<file path="src/common/armCtrl_config.svh">
`ifndef ARMCTRL_CONFIG_SVH
`define ARMCTRL_CONFIG_SVH

// Fetched instruction word
`define INSTR_WIDTH 32

// Stored condition flags, NZCV order
`define FLAG_WIDTH 4

// Register number of the program counter
`define PC_REG 15

`endif

</file>
<file path="src/common/armCtrlPkg.sv">
`default_nettype none

package armCtrlPkg;

  // Data-processing command field, bits 24:21
  typedef enum logic [3:0] {
    CMD_AND = 4'h0, CMD_EOR = 4'h1, CMD_SUB = 4'h2, CMD_RSB = 4'h3,
    CMD_ADD = 4'h4, CMD_ADC = 4'h5, CMD_SBC = 4'h6, CMD_RSC = 4'h7,
    CMD_TST = 4'h8, CMD_TEQ = 4'h9, CMD_CMP = 4'hA, CMD_CMN = 4'hB,
    CMD_ORR = 4'hC, CMD_MOV = 4'hD, CMD_BIC = 4'hE, CMD_MVN = 4'hF
  } aluCmd_e;

  // Condition field, bits 31:28; 4'hF is left unnamed and never executes
  typedef enum logic [3:0] {
    COND_EQ = 4'h0, COND_NE = 4'h1, COND_CS = 4'h2, COND_CC = 4'h3,
    COND_MI = 4'h4, COND_PL = 4'h5, COND_VS = 4'h6, COND_VC = 4'h7,
    COND_HI = 4'h8, COND_LS = 4'h9, COND_GE = 4'hA, COND_LT = 4'hB,
    COND_GT = 4'hC, COND_LE = 4'hD, COND_AL = 4'hE
  } cond_e;

  // Operation performed by the ALU core
  typedef enum logic [2:0] {
    ALU_ADD   = 3'd0,
    ALU_AND   = 3'd1,
    ALU_EOR   = 3'd2,
    ALU_ORR   = 3'd3,
    ALU_PASSB = 3'd4  // MOV and MVN
  } aluOperation_e;

  typedef struct packed {
    cond_e       cond;
    logic [1:0]  op;
    logic        immFlag;
    aluCmd_e     cmd;
    logic        sBit;
    logic [3:0]  rn;
    logic [3:0]  rd;
    logic [11:0] operand2;
  } dpView_t;

  typedef struct packed {
    cond_e       cond;
    logic [1:0]  op;
    logic        immFlag;    // Set means register offset
    logic        preIndex;
    logic        upBit;
    logic        byteBit;
    logic        writeBack;
    logic        loadBit;
    logic [3:0]  rn;
    logic [3:0]  rd;
    logic [11:0] offset;
  } memView_t;

  // One word, decoded as data processing or as load/store
  typedef union packed {
    dpView_t  dp;
    memView_t mem;
  } instrWord_u;

  typedef struct packed {
    logic [1:0] regSrc;
    logic [1:0] immSrc;
    logic       aluSrc;
    logic       memtoReg;
    logic       regWrite;
    logic       memWrite;
    logic       branch;
    logic       aluOp;
    logic       multSelect;
    logic [1:0] flagWrite;   // {NZ, CV}
    logic       pcSrc;
    aluCmd_e    aluControl;
    logic [2:0] multControl;
  } decodeCtrl_t;

  typedef struct packed {
    aluOperation_e aluOperation;
    logic [2:0]    cvUpdate;  // [0] V, [1] C from adder, [2] C from shifter
    logic          invertB;
    logic          reverseInputs;
    logic          aluCarry;
  } aluCtrl_t;

  // Bundle carried E to M and M to W
  typedef struct packed {
    logic memWrite;
    logic memtoReg;
    logic regWrite;
    logic pcSrc;
  } memCtrl_t;

endpackage

`default_nettype wire

</file>
<file path="src/design/mainDecoder.sv">
`default_nettype none

`include "armCtrl_config.svh"

module mainDecoder (
  input  armCtrlPkg::instrWord_u  instrD,
  input  logic [3:0]              rfRzD,
  output armCtrlPkg::decodeCtrl_t decodeD
);

  logic isMemory;   // LDR or STR
  logic pcWrite;

  assign isMemory = (instrD.mem.op == 2'b01);

  always_comb begin
    decodeD = '0;  // Opcode 11 stays all zero

    case (instrD.dp.op)
      2'b00: begin
        decodeD.regWrite = 1'b1;
        decodeD.aluOp    = 1'b1;
        if (instrD.dp.immFlag) begin
          decodeD.aluSrc = 1'b1;  // Rotated immediate
        end else if (instrD.dp.operand2[7:4] == 4'b1001) begin
          decodeD.multSelect = 1'b1;
        end
      end

      2'b01: begin
        decodeD.immSrc = 2'b01;
        decodeD.memtoReg = 1'b1;
        if (instrD.mem.loadBit) begin
          decodeD.regWrite = 1'b1;
          decodeD.aluSrc   = ~instrD.mem.immFlag;  // Immediate offset when I is clear
        end else begin
          // Store reads Rd as the data register
          decodeD.regSrc   = 2'b10;
          decodeD.aluSrc   = ~instrD.mem.immFlag;
          decodeD.memWrite = 1'b1;
        end
      end

      2'b10: begin
        decodeD.regSrc = 2'b01;  // Base is the PC
        decodeD.immSrc = 2'b10;
        decodeD.aluSrc = 1'b1;
        decodeD.branch = 1'b1;
      end

      default: ;
    endcase

    if (instrD.dp.op != 2'b11) begin
      decodeD.multControl = instrD.dp.cmd[2:0];
      if (decodeD.aluOp) begin
        decodeD.aluControl = instrD.dp.cmd;
        decodeD.flagWrite  = {2{instrD.dp.sBit}};  // S updates both flag halves
      end else if (isMemory && !instrD.mem.upBit) begin
        decodeD.aluControl = armCtrlPkg::CMD_SUB;  // Negative offset
      end else begin
        decodeD.aluControl = armCtrlPkg::CMD_ADD;
      end
    end

    decodeD.pcSrc = pcWrite;
  end

  // Writes to R15 redirect fetch unless the register file claims the port
  assign pcWrite = (instrD.dp.op == 2'b10)
                 | ((instrD.dp.rd == 4'(`PC_REG)) && (instrD.dp.op != 2'b11)
                    && (instrD.dp.op != 2'b10) && !(isMemory && !instrD.mem.loadBit)
                    && !rfRzD[2]);

endmodule

`default_nettype wire

</file>
<file path="src/design/aluDecoder.sv">
`default_nettype none

module aluDecoder (
  input  logic                aluOpE,
  input  armCtrlPkg::aluCmd_e cmdE,
  input  logic                carryIn,
  output armCtrlPkg::aluCtrl_t aluCtrlE,
  output logic                doNotWriteReg
);

  localparam logic [2:0] CV_LOGIC = 3'b100;  // Carry out of the shifter
  localparam logic [2:0] CV_ARITH = 3'b011;  // Carry and overflow from adder

  always_comb begin
    aluCtrlE      = '0;
    doNotWriteReg = 1'b0;
    aluCtrlE.aluOperation = armCtrlPkg::ALU_ADD;  // Address add when not data processing

    if (aluOpE) begin
      case (cmdE)
        armCtrlPkg::CMD_AND,
        armCtrlPkg::CMD_TST: aluCtrlE.aluOperation = armCtrlPkg::ALU_AND;
        armCtrlPkg::CMD_EOR,
        armCtrlPkg::CMD_TEQ: aluCtrlE.aluOperation = armCtrlPkg::ALU_EOR;
        armCtrlPkg::CMD_ORR: aluCtrlE.aluOperation = armCtrlPkg::ALU_ORR;
        armCtrlPkg::CMD_MOV: aluCtrlE.aluOperation = armCtrlPkg::ALU_PASSB;
        armCtrlPkg::CMD_BIC: begin
          aluCtrlE.aluOperation = armCtrlPkg::ALU_AND;
          aluCtrlE.invertB      = 1'b1;
        end
        armCtrlPkg::CMD_MVN: begin
          aluCtrlE.aluOperation = armCtrlPkg::ALU_PASSB;
          aluCtrlE.invertB      = 1'b1;
        end
        // A - B is A + ~B + 1
        armCtrlPkg::CMD_SUB,
        armCtrlPkg::CMD_CMP: begin
          aluCtrlE.invertB  = 1'b1;
          aluCtrlE.aluCarry = 1'b1;
        end
        armCtrlPkg::CMD_RSB: begin
          aluCtrlE.invertB       = 1'b1;
          aluCtrlE.reverseInputs = 1'b1;
          aluCtrlE.aluCarry      = 1'b1;
        end
        armCtrlPkg::CMD_ADC: aluCtrlE.aluCarry = carryIn;
        armCtrlPkg::CMD_SBC: begin
          aluCtrlE.invertB  = 1'b1;
          aluCtrlE.aluCarry = carryIn;  // Borrow is ~C
        end
        armCtrlPkg::CMD_RSC: begin
          aluCtrlE.invertB       = 1'b1;
          aluCtrlE.reverseInputs = 1'b1;
          aluCtrlE.aluCarry      = carryIn;
        end
        default: ;  // ADD and CMN, plain add with carry 0
      endcase

      // Logic and move commands leave V alone
      if (aluCtrlE.aluOperation == armCtrlPkg::ALU_ADD) begin
        aluCtrlE.cvUpdate = CV_ARITH;
      end else begin
        aluCtrlE.cvUpdate = CV_LOGIC;
      end

      // Compare group only sets flags
      doNotWriteReg = (cmdE[3:2] == 2'b10);
    end
  end

endmodule

`default_nettype wire

</file>
<file path="src/condUnit/condUnit.sv">
`default_nettype none

`include "armCtrl_config.svh"

module condUnit (
  input  logic                    clk,
  input  logic                    arstN,
  input  logic                    stallE,
  input  armCtrlPkg::cond_e       condE,
  input  logic [`FLAG_WIDTH-1:0]  flagsE,
  input  logic [1:0]              flagWriteE,
  input  armCtrlPkg::memCtrl_t    ctrlE,
  input  logic                    branchE,
  input  logic                    doNotWriteReg,
  output logic [`FLAG_WIDTH-1:0]  previousFlagsE,
  output logic                    branchTakenE,
  output armCtrlPkg::memCtrl_t    ctrlGatedE
);

  logic flagN;
  logic flagZ;
  logic flagC;
  logic flagV;
  logic condEx;

  assign {flagN, flagZ, flagC, flagV} = previousFlagsE;

  always_comb begin
    case (condE)
      armCtrlPkg::COND_EQ: condEx = flagZ;
      armCtrlPkg::COND_NE: condEx = ~flagZ;
      armCtrlPkg::COND_CS: condEx = flagC;
      armCtrlPkg::COND_CC: condEx = ~flagC;
      armCtrlPkg::COND_MI: condEx = flagN;
      armCtrlPkg::COND_PL: condEx = ~flagN;
      armCtrlPkg::COND_VS: condEx = flagV;
      armCtrlPkg::COND_VC: condEx = ~flagV;
      armCtrlPkg::COND_HI: condEx = flagC & ~flagZ;
      armCtrlPkg::COND_LS: condEx = ~flagC | flagZ;
      armCtrlPkg::COND_GE: condEx = ~(flagN ^ flagV);
      armCtrlPkg::COND_LT: condEx = flagN ^ flagV;
      armCtrlPkg::COND_GT: condEx = ~flagZ & ~(flagN ^ flagV);
      armCtrlPkg::COND_LE: condEx = flagZ | (flagN ^ flagV);
      armCtrlPkg::COND_AL: condEx = 1'b1;
      default:             condEx = 1'b0;  // 4'hF never executes
    endcase
  end

  // NZCV register, split into NZ and CV write halves
  always_ff @(posedge clk or negedge arstN) begin
    if (!arstN) begin
      previousFlagsE <= '0;
    end else if (!stallE) begin
      if (condEx && flagWriteE[1]) begin
        previousFlagsE[3:2] <= flagsE[3:2];
      end
      if (condEx && flagWriteE[0]) begin
        previousFlagsE[1:0] <= flagsE[1:0];
      end
    end
  end

  assign branchTakenE = branchE & condEx;

  always_comb begin
    ctrlGatedE          = ctrlE;
    ctrlGatedE.memWrite = ctrlE.memWrite & condEx;
    ctrlGatedE.regWrite = ctrlE.regWrite & condEx & ~doNotWriteReg;  // Compares never write
    ctrlGatedE.pcSrc    = ctrlE.pcSrc & condEx;
  end

endmodule

`default_nettype wire

</file>
<file path="src/design/controller.sv">
`default_nettype none

`include "armCtrl_config.svh"

module controller (
  input  logic                    clk,
  input  logic                    arstN,
  input  armCtrlPkg::instrWord_u  instrD,
  input  logic [`FLAG_WIDTH-1:0]  flagsE,
  input  logic [3:0]              rfRzD,
  input  logic                    stallE,
  input  logic                    flushE,
  input  logic                    stallM,
  input  logic                    stallW,
  input  logic                    flushW,
  output logic [1:0]              regSrcD,
  output logic [1:0]              immSrcD,
  output logic                    aluSrcE,
  output armCtrlPkg::aluCmd_e     aluControlE,
  output logic [2:0]              multControlE,
  output logic                    multEnableE,
  output armCtrlPkg::aluCtrl_t    aluCtrlE,
  output logic                    branchTakenE,
  output logic                    memtoRegE,
  output logic [`FLAG_WIDTH-1:0]  previousFlagsE,
  output armCtrlPkg::memCtrl_t    memCtrlM,
  output armCtrlPkg::memCtrl_t    memCtrlW,
  output logic                    pcWrPendingF
);

  armCtrlPkg::decodeCtrl_t decodeD;
  armCtrlPkg::decodeCtrl_t decodeE;
  armCtrlPkg::instrWord_u  instrE;
  armCtrlPkg::memCtrl_t    ctrlE;
  armCtrlPkg::memCtrl_t    ctrlGatedE;
  logic                    doNotWriteReg;

  mainDecoder i_mainDecoder (
    .instrD  (instrD),
    .rfRzD   (rfRzD),
    .decodeD (decodeD)
  );

  assign regSrcD = decodeD.regSrc;
  assign immSrcD = decodeD.immSrc;

  // E registers, cleared by a flush only when the stage advances
  always_ff @(posedge clk or negedge arstN) begin
    if (!arstN) begin
      decodeE <= '0;
      instrE  <= '0;
    end else if (!stallE) begin
      if (flushE) begin
        decodeE <= '0;
        instrE  <= '0;
      end else begin
        decodeE <= decodeD;
        instrE  <= instrD;  // Carries the condition field too
      end
    end
  end

  assign aluSrcE      = decodeE.aluSrc;
  assign aluControlE  = decodeE.aluControl;
  assign multControlE = decodeE.multControl;
  assign memtoRegE    = decodeE.memtoReg;
  assign multEnableE  = decodeE.multSelect;  // Register form with bits 7:4 = 1001

  aluDecoder i_aluDecoder (
    .aluOpE        (decodeE.aluOp),
    .cmdE          (instrE.dp.cmd),
    .carryIn       (previousFlagsE[1]),  // Stored C
    .aluCtrlE      (aluCtrlE),
    .doNotWriteReg (doNotWriteReg)
  );

  assign ctrlE.memWrite = decodeE.memWrite;
  assign ctrlE.memtoReg = decodeE.memtoReg;
  assign ctrlE.regWrite = decodeE.regWrite;
  assign ctrlE.pcSrc    = decodeE.pcSrc;

  condUnit i_condUnit (
    .clk            (clk),
    .arstN          (arstN),
    .stallE         (stallE),
    .condE          (instrE.dp.cond),
    .flagsE         (flagsE),
    .flagWriteE     (decodeE.flagWrite),
    .ctrlE          (ctrlE),
    .branchE        (decodeE.branch),
    .doNotWriteReg  (doNotWriteReg),
    .previousFlagsE (previousFlagsE),
    .branchTakenE   (branchTakenE),
    .ctrlGatedE     (ctrlGatedE)
  );

  always_ff @(posedge clk or negedge arstN) begin
    if (!arstN) begin
      memCtrlM <= '0;
    end else if (!stallM) begin
      memCtrlM <= ctrlGatedE;  // No flush in M
    end
  end

  always_ff @(posedge clk or negedge arstN) begin
    if (!arstN) begin
      memCtrlW <= '0;
    end else if (!stallW) begin
      if (flushW) begin
        memCtrlW <= '0;
      end else begin
        memCtrlW <= memCtrlM;
      end
    end
  end

  // Any PC write still in flight holds off fetch
  assign pcWrPendingF = decodeD.pcSrc | decodeE.pcSrc | memCtrlM.pcSrc;

endmodule

`default_nettype wire

</file>
<file path="config.mk">
export PLATFORM = sky130hd
export DESIGN_NAME = controller
export DESIGN_NICKNAME = d
export VERILOG_FILES = /design/src/common/armCtrlPkg.sv /design/src/design/mainDecoder.sv /design/src/design/aluDecoder.sv /design/src/condUnit/condUnit.sv /design/src/design/controller.sv
export VERILOG_INCLUDE_DIRS = /design/src /design/src/common
export SDC_FILE = /design/constraint.sdc
export NUM_CORES = 1
export LEC_CHECK = 0
export ABC_AREA = 0
export BUFFER_PORTS_ARGS = -buffer_cell sky130_fd_sc_hd__buf_2
export CORE_MARGIN = 4
export CORE_UTILIZATION = 35
export DETAILED_ROUTE_END_ITERATION = 8
export GPL_TIMING_DRIVEN = 0
export PLACE_DENSITY = 0.65
export SLEW_MARGIN = 20
export SYNTH_ARGS = -nofsm -noshare
export SYNTH_HDL_FRONTEND = slang
export SYNTH_SLANG_ARGS = --single-unit
</file>
<file path="constraint.sdc">
create_clock -name clk -period 1.8 [get_ports clk]
set_input_delay 0.45 -clock clk [delete_from_list [all_inputs] [get_ports clk]]
set_output_delay 0.45 -clock clk [all_outputs]
set_load 0.01 [all_outputs]
</file>
======== Yosys cells after proc, flatten, opt, wreduce, memory -nomap -nowiden ========
Cells that the tools add are included.
Widths: inputs -> output; s select.
storage, ports and cells
  bits in registers ....................... 61
  input bits .............................. 47
  output and inout port bits .............. 37
  word-level logic and storage cells ...... 132
operators by class
  equal/unequal tests ..................... 34
  mux-type cells .......................... 30
  bitwise operators ....................... 21
  reduce and logical (&&, ||, !) cells .... 25
operator list
  operator            number
  $eq 4x4->1 const B  16
  $mux 32             1
  $eq 4x3->1 const B  7
  $mux 17             1
  $eq 4x2->1 const B  4
  $pmux 1 s15         1
  $pmux 3 s4          1
  $mux 1              11
  $mux 3              3
  $mux 9              1
  $reduce_or 3->1     3
  $eq 4x1->1 const B  2
  $logic_and 1x1->1   8
  $logic_not 4->1     2
  $mux 2              4
  $mux 4              2
  $not 1->1           8
  $pmux 4 s2          1
  $and 1x1->1         7
  $mux 7              1
  $reduce_or 7->1     1
  $reduce_or 2->1     3
  $or 1x1->1          5
  $eq 2x2->1 const B  2
  9 further kinds     15

======== Longest topological paths before layout ========
Gate-level depths: netlist (run 1).
  depth after elaboration ................. 8
  gate-level depth with buffers ........... 6
  mapped depth without buffers ............ 5

======== Hierarchy ========
From an unflattened synthesis (run 1), not the netlist that was laid out.
unflattened totals
  cell total of the unflattened synthesis .. 241
  area, all modules ....................... 2,229.6 µm²
modules (own cells, without submodules)
  module       times used  cells an instance  area each (µm²)  seq. area each (µm²)
  controller   1           138                1,408.9          825.8
  condUnit     1           44                 426.7            100.1
  mainDecoder  1           35                 237.7            0.0
  aluDecoder   1           24                 156.4            0.0

======== Worst setup path after synthesis (run 1) ========
No wires, ideal clock.
  path type ............................... register -> output
  from .................................... register instrE[29] in the netlist's numbering
  to ...................................... output port branchTakenE
  data arrival time ....................... 1.508 ns
  data required time ...................... 1.350 ns
  slack ................................... -0.158 ns
  stages on the path, launching flop included .. 7
  path buffers ............................ 1
  path through ............................ dfrtp_1 > buf_6 > or4b_1 > o311a_1 > nand2_1 > a211oi_1 > nor2b_1
between the ends
  cells in the longest elaborated chain, start to end .. 3
  elaborated cells between the ends (all ways) .. 17
  those cells by class .................... eq/ne: 14; mux: 1; bitwise: 1; reduce/logical: 1
ends and longest elaborated chain
  what                                      RTL line          RTL
  start, declared                           controller.sv:33  armCtrlPkg::instrWord_u instrE;
  start signal, assigned                    controller.sv:58  instrE <= instrD;
  $eq 4x4->1, or another cell as far along  condUnit.sv:29    case (condE)
  $pmux 1 s15 (*)                           condUnit.sv:29
  $and 1x1->1 (*)                           condUnit.sv:63    assign branchTakenE = branchE & condEx;
  end, declared                             controller.sv:23  output logic branchTakenE,
Every way passes the cells marked *; elsewhere a longest branch is shown, timed or not.

======== Final worst setup path (run 1) ========
  from .................................... register instrE[28] in the netlist's numbering
  to ...................................... output port branchTakenE
Same word-level chain as after synthesis.

==> results of run 1 <==
worst paths after layout:
kind                                   startpoint                                  endpoint
setup / recovery           instrE[28]$_DFFE_PN0N_                              branchTakenE
hold / removal                              arstN                    instrE[22]$_DFFE_PN0N_
setup reg to reg           instrE[28]$_DFFE_PN0N_  i_condUnit.previousFlagsE[3]$_DFFE_PN0P_
hold reg to reg              ctrlE[1]$_DFFE_PN0N_                      ctrlE[1]$_DFFE_PN0N_
max in group asynchronous                   arstN  i_condUnit.previousFlagsE[0]$_DFFE_PN0P_
min in group clk                        flagsE[1]  i_condUnit.previousFlagsE[1]$_DFFE_PN0P_
power by group through the flow:
stage          Sequential [mW]  Combinational [mW]  Clock, mW
5_1_grt                   1.02               0.669      0.653
2_1_floorplan            0.992               0.320          0
4_1_cts                  0.995               0.561      0.610
3_3_place_gp              1.00               0.515          0
6_report                  1.01               0.612      0.608
3_5_place_dp              1.00               0.523          0
stage by stage:
step	instance area (um^2)	TNS [ns]	cells	hold WS [ns]	total power, mW
6_report	2630	-2.14	366	0.250	2.23
3_5_place_dp	2390	-1.33	350	0.463	1.52
5_1_grt	2630	-2.60	366	0.320	2.35
2_1_floorplan	1970	-0.106	213	0.154	1.31
4_1_cts	2530	-1.67	362	0.280	2.17
3_3_place_gp	2390	-0.972	350	0.456	1.52
repair_timing:
| action | 4_1_cts | 5_1_grt |
|---|---|---|
| setup buffers | 6 | 5 |
| resized for setup | 7 | 15 |
| cloned | 0 | 1 |
| hold buffers | 0 | 0 |
| pin swaps | 3 | 5 |
| endpoints found under the setup margin | 10 | 11 |
kinds of logic (layout without fill, tap and decap cells):
group	after synthesis	in the layout	synth area share
buffers and inverters	30	113	0.0837
flip-flops	36	36	0.463
XOR/XNOR	1	1	0.00451
AO/OA/AOI/OAI	51	51	0.176
multiplexers	9	9	0.0502
AND/OR/NAND/NOR	86	86	0.222
cell usage after synthesis (2+ instances only):
cell type | instances | area, um^2
nand2_1 | 37 | 139
dfrtp_1 | 36 | 901
o21ai_0 | 22 | 110
nand2b_1 | 15 | 93.8
buf_4 | 11 | 82.6
nor2_1 | 10 | 37.5
clkbuf_1 | 9 | 33.8
inv_1 | 8 | 30.0
nor2b_1 | 6 | 37.5
o31ai_1 | 6 | 45.0
a21oi_1 | 4 | 20.0
mux2_1 | 4 | 45.0
nor3_1 | 4 | 20.0
and2_1 | 3 | 18.8
mux2i_1 | 3 | 30.0
o41ai_1 | 3 | 26.3
a211oi_1 | 2 | 15.0
a22o_1 | 2 | 17.5
mux2_2 | 2 | 22.5
nor3b_1 | 2 | 15.0
per-layer routing:
layer  global-route usage  wire [um]
met2                0.249       2540
met4               0.0588         65
met1                0.193       2250
met5                    0          0
met3               0.0358        363
layout make-up:
cell class | instances | area share
multi-input cells | 147 | 0.363
flip-flops and latches | 36 | 0.345
inverters | 8 | 0.0114
repair buffers | 77 | 0.160
plain buffers | 20 | 0.0518
clock buffers | 7 | 0.0328
clock inverters | 1 | 0.00285
well taps | 70 | 0.0333
registers in the layout, indices dropped and copies added (netlist names), 3 cells and up:
signal and flops:
ctrlE 3, decodeE 3, memCtrlW 4, instrE 8
memCtrlM 4, i_condUnit.previousFlagsE 4, multControlE 3, aluControlE 4
worst reg2reg max path, cell delays in order, from the launching register on:
cell and delay [ns]:
dfrtp_1 0.48, nor4b_1 0.42, a41oi_1 0.12, a2111oi_1 0.61, a211oi_4 0.12, mux2_1 0.34
==> reports/metrics.csv, run 1 <==
metric;value;unit
status;finished, violations left;
violations;setup timing;
slowest_delay;0.48;ns
grt_pass1_wl;7880;um
ir_drop;0.000356;V
final_cell_mix;buf_2, nand2_1, dfrtp_1, o21ai_0, buf_4;
syn-num-nets;260;
ys_types;44;
path_cells;nor4b_1, a41oi_1, a21oi_1, a211oi_4, nor2b_2, buf_2;
clockPowerShare;0.273;
worst_slew_pin_slew;0.807;ns
leakage;1.28;nW
p_int;1.52;mW
fin_crit;2.37;ns
vias_per_cell;4.96;
dp_slack;-0.398;ns
htreeDepth;2;
antenna_found_initial;0;
fin_ws;-0.571;ns
synth_cells;213;
rsz0062_at_grt;yes;
cts_sinks;36;
die_area;6810;um^2
firstDrtPassIters;4;
drive_above_1_share;0.409;
core_area;5240;um^2
period_share;1.32;
power_switching_share;0.319;
path_class;register to output port;
utilization;0.502;
nFillCells;519;
slew_viol_final;0;
multi_input_area;955;um^2
finClkSkew;0.00582;ns
drtIter0Drc;61;
finalWirelength;5220;um
critical_path_buf_inv_count;1;
initial_utilization;0.371;
drtAntennaViolNets;0;
p_per_area;846;nW/um^2
hold_viol_final;0;
max-slew-margin-rel;0.462;
cp_slowest_cell;dfrtp_1;
required;1.35;ns
cap_violations;0;
power.switching;711;uW
die_y;82.5;um
grt_use_total;0.152;
grt_pass1_vias;1687;
setup_violations;5;
cpLargestDelayFamily;simple AND/OR/NAND/NOR gates;
synth_edf_count;0;
seqCellArea;908;um^2
cts_made_buffers;5;
placementRows;26;
ys_seq_area_frac;0.463;
wl_per_cell;14.3;um
worstSetupStartpointType;register;
area_growth;35.3;%
async_reset_ff_frac;1.00;
cts_buffer_depth;2;
dp_hpwl;3600;um
place_congestion;0.818;
reg2reg_slack;-0.40;ns
holdCritPathClass;primary input to async pin;
die_width;82.5;um
max_freq;0.422;GHz
pin_count;84;
vias;1814;
antennaDiodeCount;0;
cts_tree;built;
power_frac_seq;0.452;
cts-root-buf;clkbuf_8;
syn_avg_cell_area;9.13;um^2
layout.nets;342;
grt.overflow.total;0;
drcViolationCount;0;
endpoint_kind;output port;
path_depth;6;
io_buffer_count;67;
syn_area;1940;um^2
grt_max_degree;37;
path_clk_slew;0.07;ns
synth_ff_type;dfrtp_1;
yosys_warnings;0;
final_common_cell;buf_2;
rr_worst_depth;5;
crit_fanout;7;
comb_power_share;0.275;
ys_seq_elements;36;
worst_ep_arrival_time;1.92;ns
insertion_delay;0.29;ns
Note: power is estimated with default switching activity, not from simulation.
==> run 2, diff against run 1 <==
- CORE_MARGIN: 4 -> not set
- SKIP_CTS_REPAIR_TIMING: not set -> 1
==> run 2 against run 1 <==
  * The run still ends with setup timing left
  * Clock-buffer cell count decreased by 2
  * Die area decreased by 14%
  * Power increased by 3.3%
  * Via count decreased by 2.0%
  * First-iteration DRC count increased by 21%
  * Sequential power about the same
  * Clock power increased by 16%
  * Clock skew increased by 0.0057 ns
==> reports/metrics.csv, run 2 (same netlist as run 1, synthesis figures left out) <==
metric;value;unit;change
status;finished, violations left;;
violations;setup timing;;
slew_viol_final;0;;unchanged
drcViolationCount;0;;unchanged
initial_utilization;0.371;;unchanged
firstDrtPassIters;4;;unchanged
fin_crit;2.35;ns;-0.0220 ns
cap_violations;0;;unchanged
vias;1777;;-2.0%
cpLargestDelayFamily;compound AO/OA/AOI/OAI gates;;
drive_above_1_share;0.410;;+0.00156
cts_buffer_depth;2;;unchanged
leakage;1.25;nW;-2.2%
cts-root-buf;clkbuf_8;;
antenna_found_initial;0;;unchanged
finClkSkew;0.0115;ns;+0.00568 ns
place_congestion;0.759;;-7.2%
fin_ws;-0.549;ns;+0.0220 ns
die_width;76.5;um;-7.3%
drtAntennaViolNets;0;;unchanged
rsz0062_at_grt;yes;;
antennaDiodeCount;0;;unchanged
drtIter0Drc;74;;+21%
cts_sinks;36;;unchanged
crit_fanout;5;;-2
final_cell_mix;buf_2, nand2_1, dfrtp_1, o21ai_0;;
cts_tree;built;;
rr_startpoint;instrE[30]$_DFFE_PN0N_;;
required;1.35;ns;about the same
htreeDepth;2;;unchanged
top_register;instrE;;
cp_slowest_cell;dfrtp_2;;
worst_ep_arrival_time;1.90;ns;-0.02 ns
die_y;76.5;um;-7.3%
pin_count;84;;unchanged
cts_made_buffers;5;;unchanged
crit_start;i_condUnit.previousFlagsE[3]$_DFFE_PN0P_;;
tns;-1.57;ns;+0.567 ns
ir_drop;0.000605;V;+70%
period_share;1.31;;-0.0122
vias_per_cell;4.94;;-0.41%
path_depth;6;;unchanged
slowest_delay;0.45;ns;-0.03 ns
rr_worst_depth;7;;+2
dp_hpwl;3480;um;-3.2%
grt_max_degree;37;;unchanged
p_per_area;890;nW/um^2;+5.2%
setup_violations;5;;unchanged
grt_pass1_vias;1709;;+1.3%
largest_reg_flops;8;;unchanged
die_area;5860;um^2;-14%
wl_per_cell;13.3;um;-6.5%
worstSetupStartpointType;register;;
r2r-end;i_condUnit.previousFlagsE[0]$_DFFE_PN0P_;;
area_growth;32.9;%;
max_freq;0.426;GHz;+0.94%
endpoint;branchTakenE;;
path_clk_slew;0.07;ns;about the same
core_area;5240;um^2;unchanged
insertion_delay;0.30;ns;about the same
reg2reg_slack;-0.27;ns;+0.13 ns
finalWirelength;4800;um;-8.1%
io_buffer_count;67;;unchanged
path_class;register to output port;;
max-slew-margin-rel;0.471;;+0.00898
placementRows;26;;unchanged
grt_pass1_wl;7790;um;-1.1%
holdCritPathClass;primary input to async pin;;
dp_slack;-0.398;ns;-0.000298 ns
worst_slew_pin_slew;0.793;ns;-0.0135 ns
hold_viol_final;0;;unchanged
stdcell_count;360;;-1.6%
critical_path_buf_inv_count;1;;unchanged
place_inst;350;;unchanged
path_cells;xnor2_2, mux2i_1, o32ai_2, a211oi_4, nor2b_2, buf_2;;
grt.overflow.total;0;;unchanged
final_common_cell;buf_2;;
layout.nets;336;;-1.8%
endpoint_kind;output port;;
grt_use_total;0.168;;+0.0158
[run 2: cell types whose count changed in the layout (fill, tap and decap cells not counted), sizes merged]
cell | before | now
buf | 90 | 84
clkbuf | 14 | 12
bufinv | 0 | 1
clkinv | 0 | 1
[run 2: power breakdown]
group / total, mW / internal (mW) / switching (mW)
clock: 0.706 / 0.410 / 0.297
combinational: 0.585 / 0.289 / 0.296
sequential: 1.01 / 0.893 / 0.116
[run 2: stage by stage]
step	utilization	instance area [um^2]	hold slack, ns	total power [mW]
CTS	0.477	2500	0.263	2.23
finish	0.494	2580	0.237	2.30
floorplan	-	1970	0.154	1.31
global placement	0.456	2390	0.455	1.51
detailed placement	0.456	2390	0.465	1.53
global route	0.494	2580	0.311	2.43
[run 2: worst min path at each step]
stage | end | cells after the start
3_5_place_dp | aluControlE[2]$_DFFE_PN0N_ | 2
3_3_place_gp | memCtrlW[3]$_DFFE_PN0N_ | 2
6_report | multControlE[1]$_DFFE_PN0N_ | 1
5_1_grt | multControlE[1]$_DFFE_PN0N_ | 1
4_1_cts | decodeE[12]$_DFFE_PN0N_ | 1
2_1_floorplan | aluControlE[0]$_DFFE_PN0N_ | 0
[run 2: routing by layer]
layer  share of wire  global-route usage
met5               0                   0
met4           0.014              0.0577
met3           0.039              0.0323
met2            0.48               0.286
met1            0.47               0.211
[run 2: cell type report]
class | count | area, um^2
multi-input combinational | 147 | 950
fill | 530 | 2650
clock buffer | 5 | 68.8
inverter | 8 | 30.0
tap | 70 | 87.6
clock inverter | 3 | 42.5
sequential | 36 | 908
timing repair buffer | 71 | 365
buffer | 20 | 133
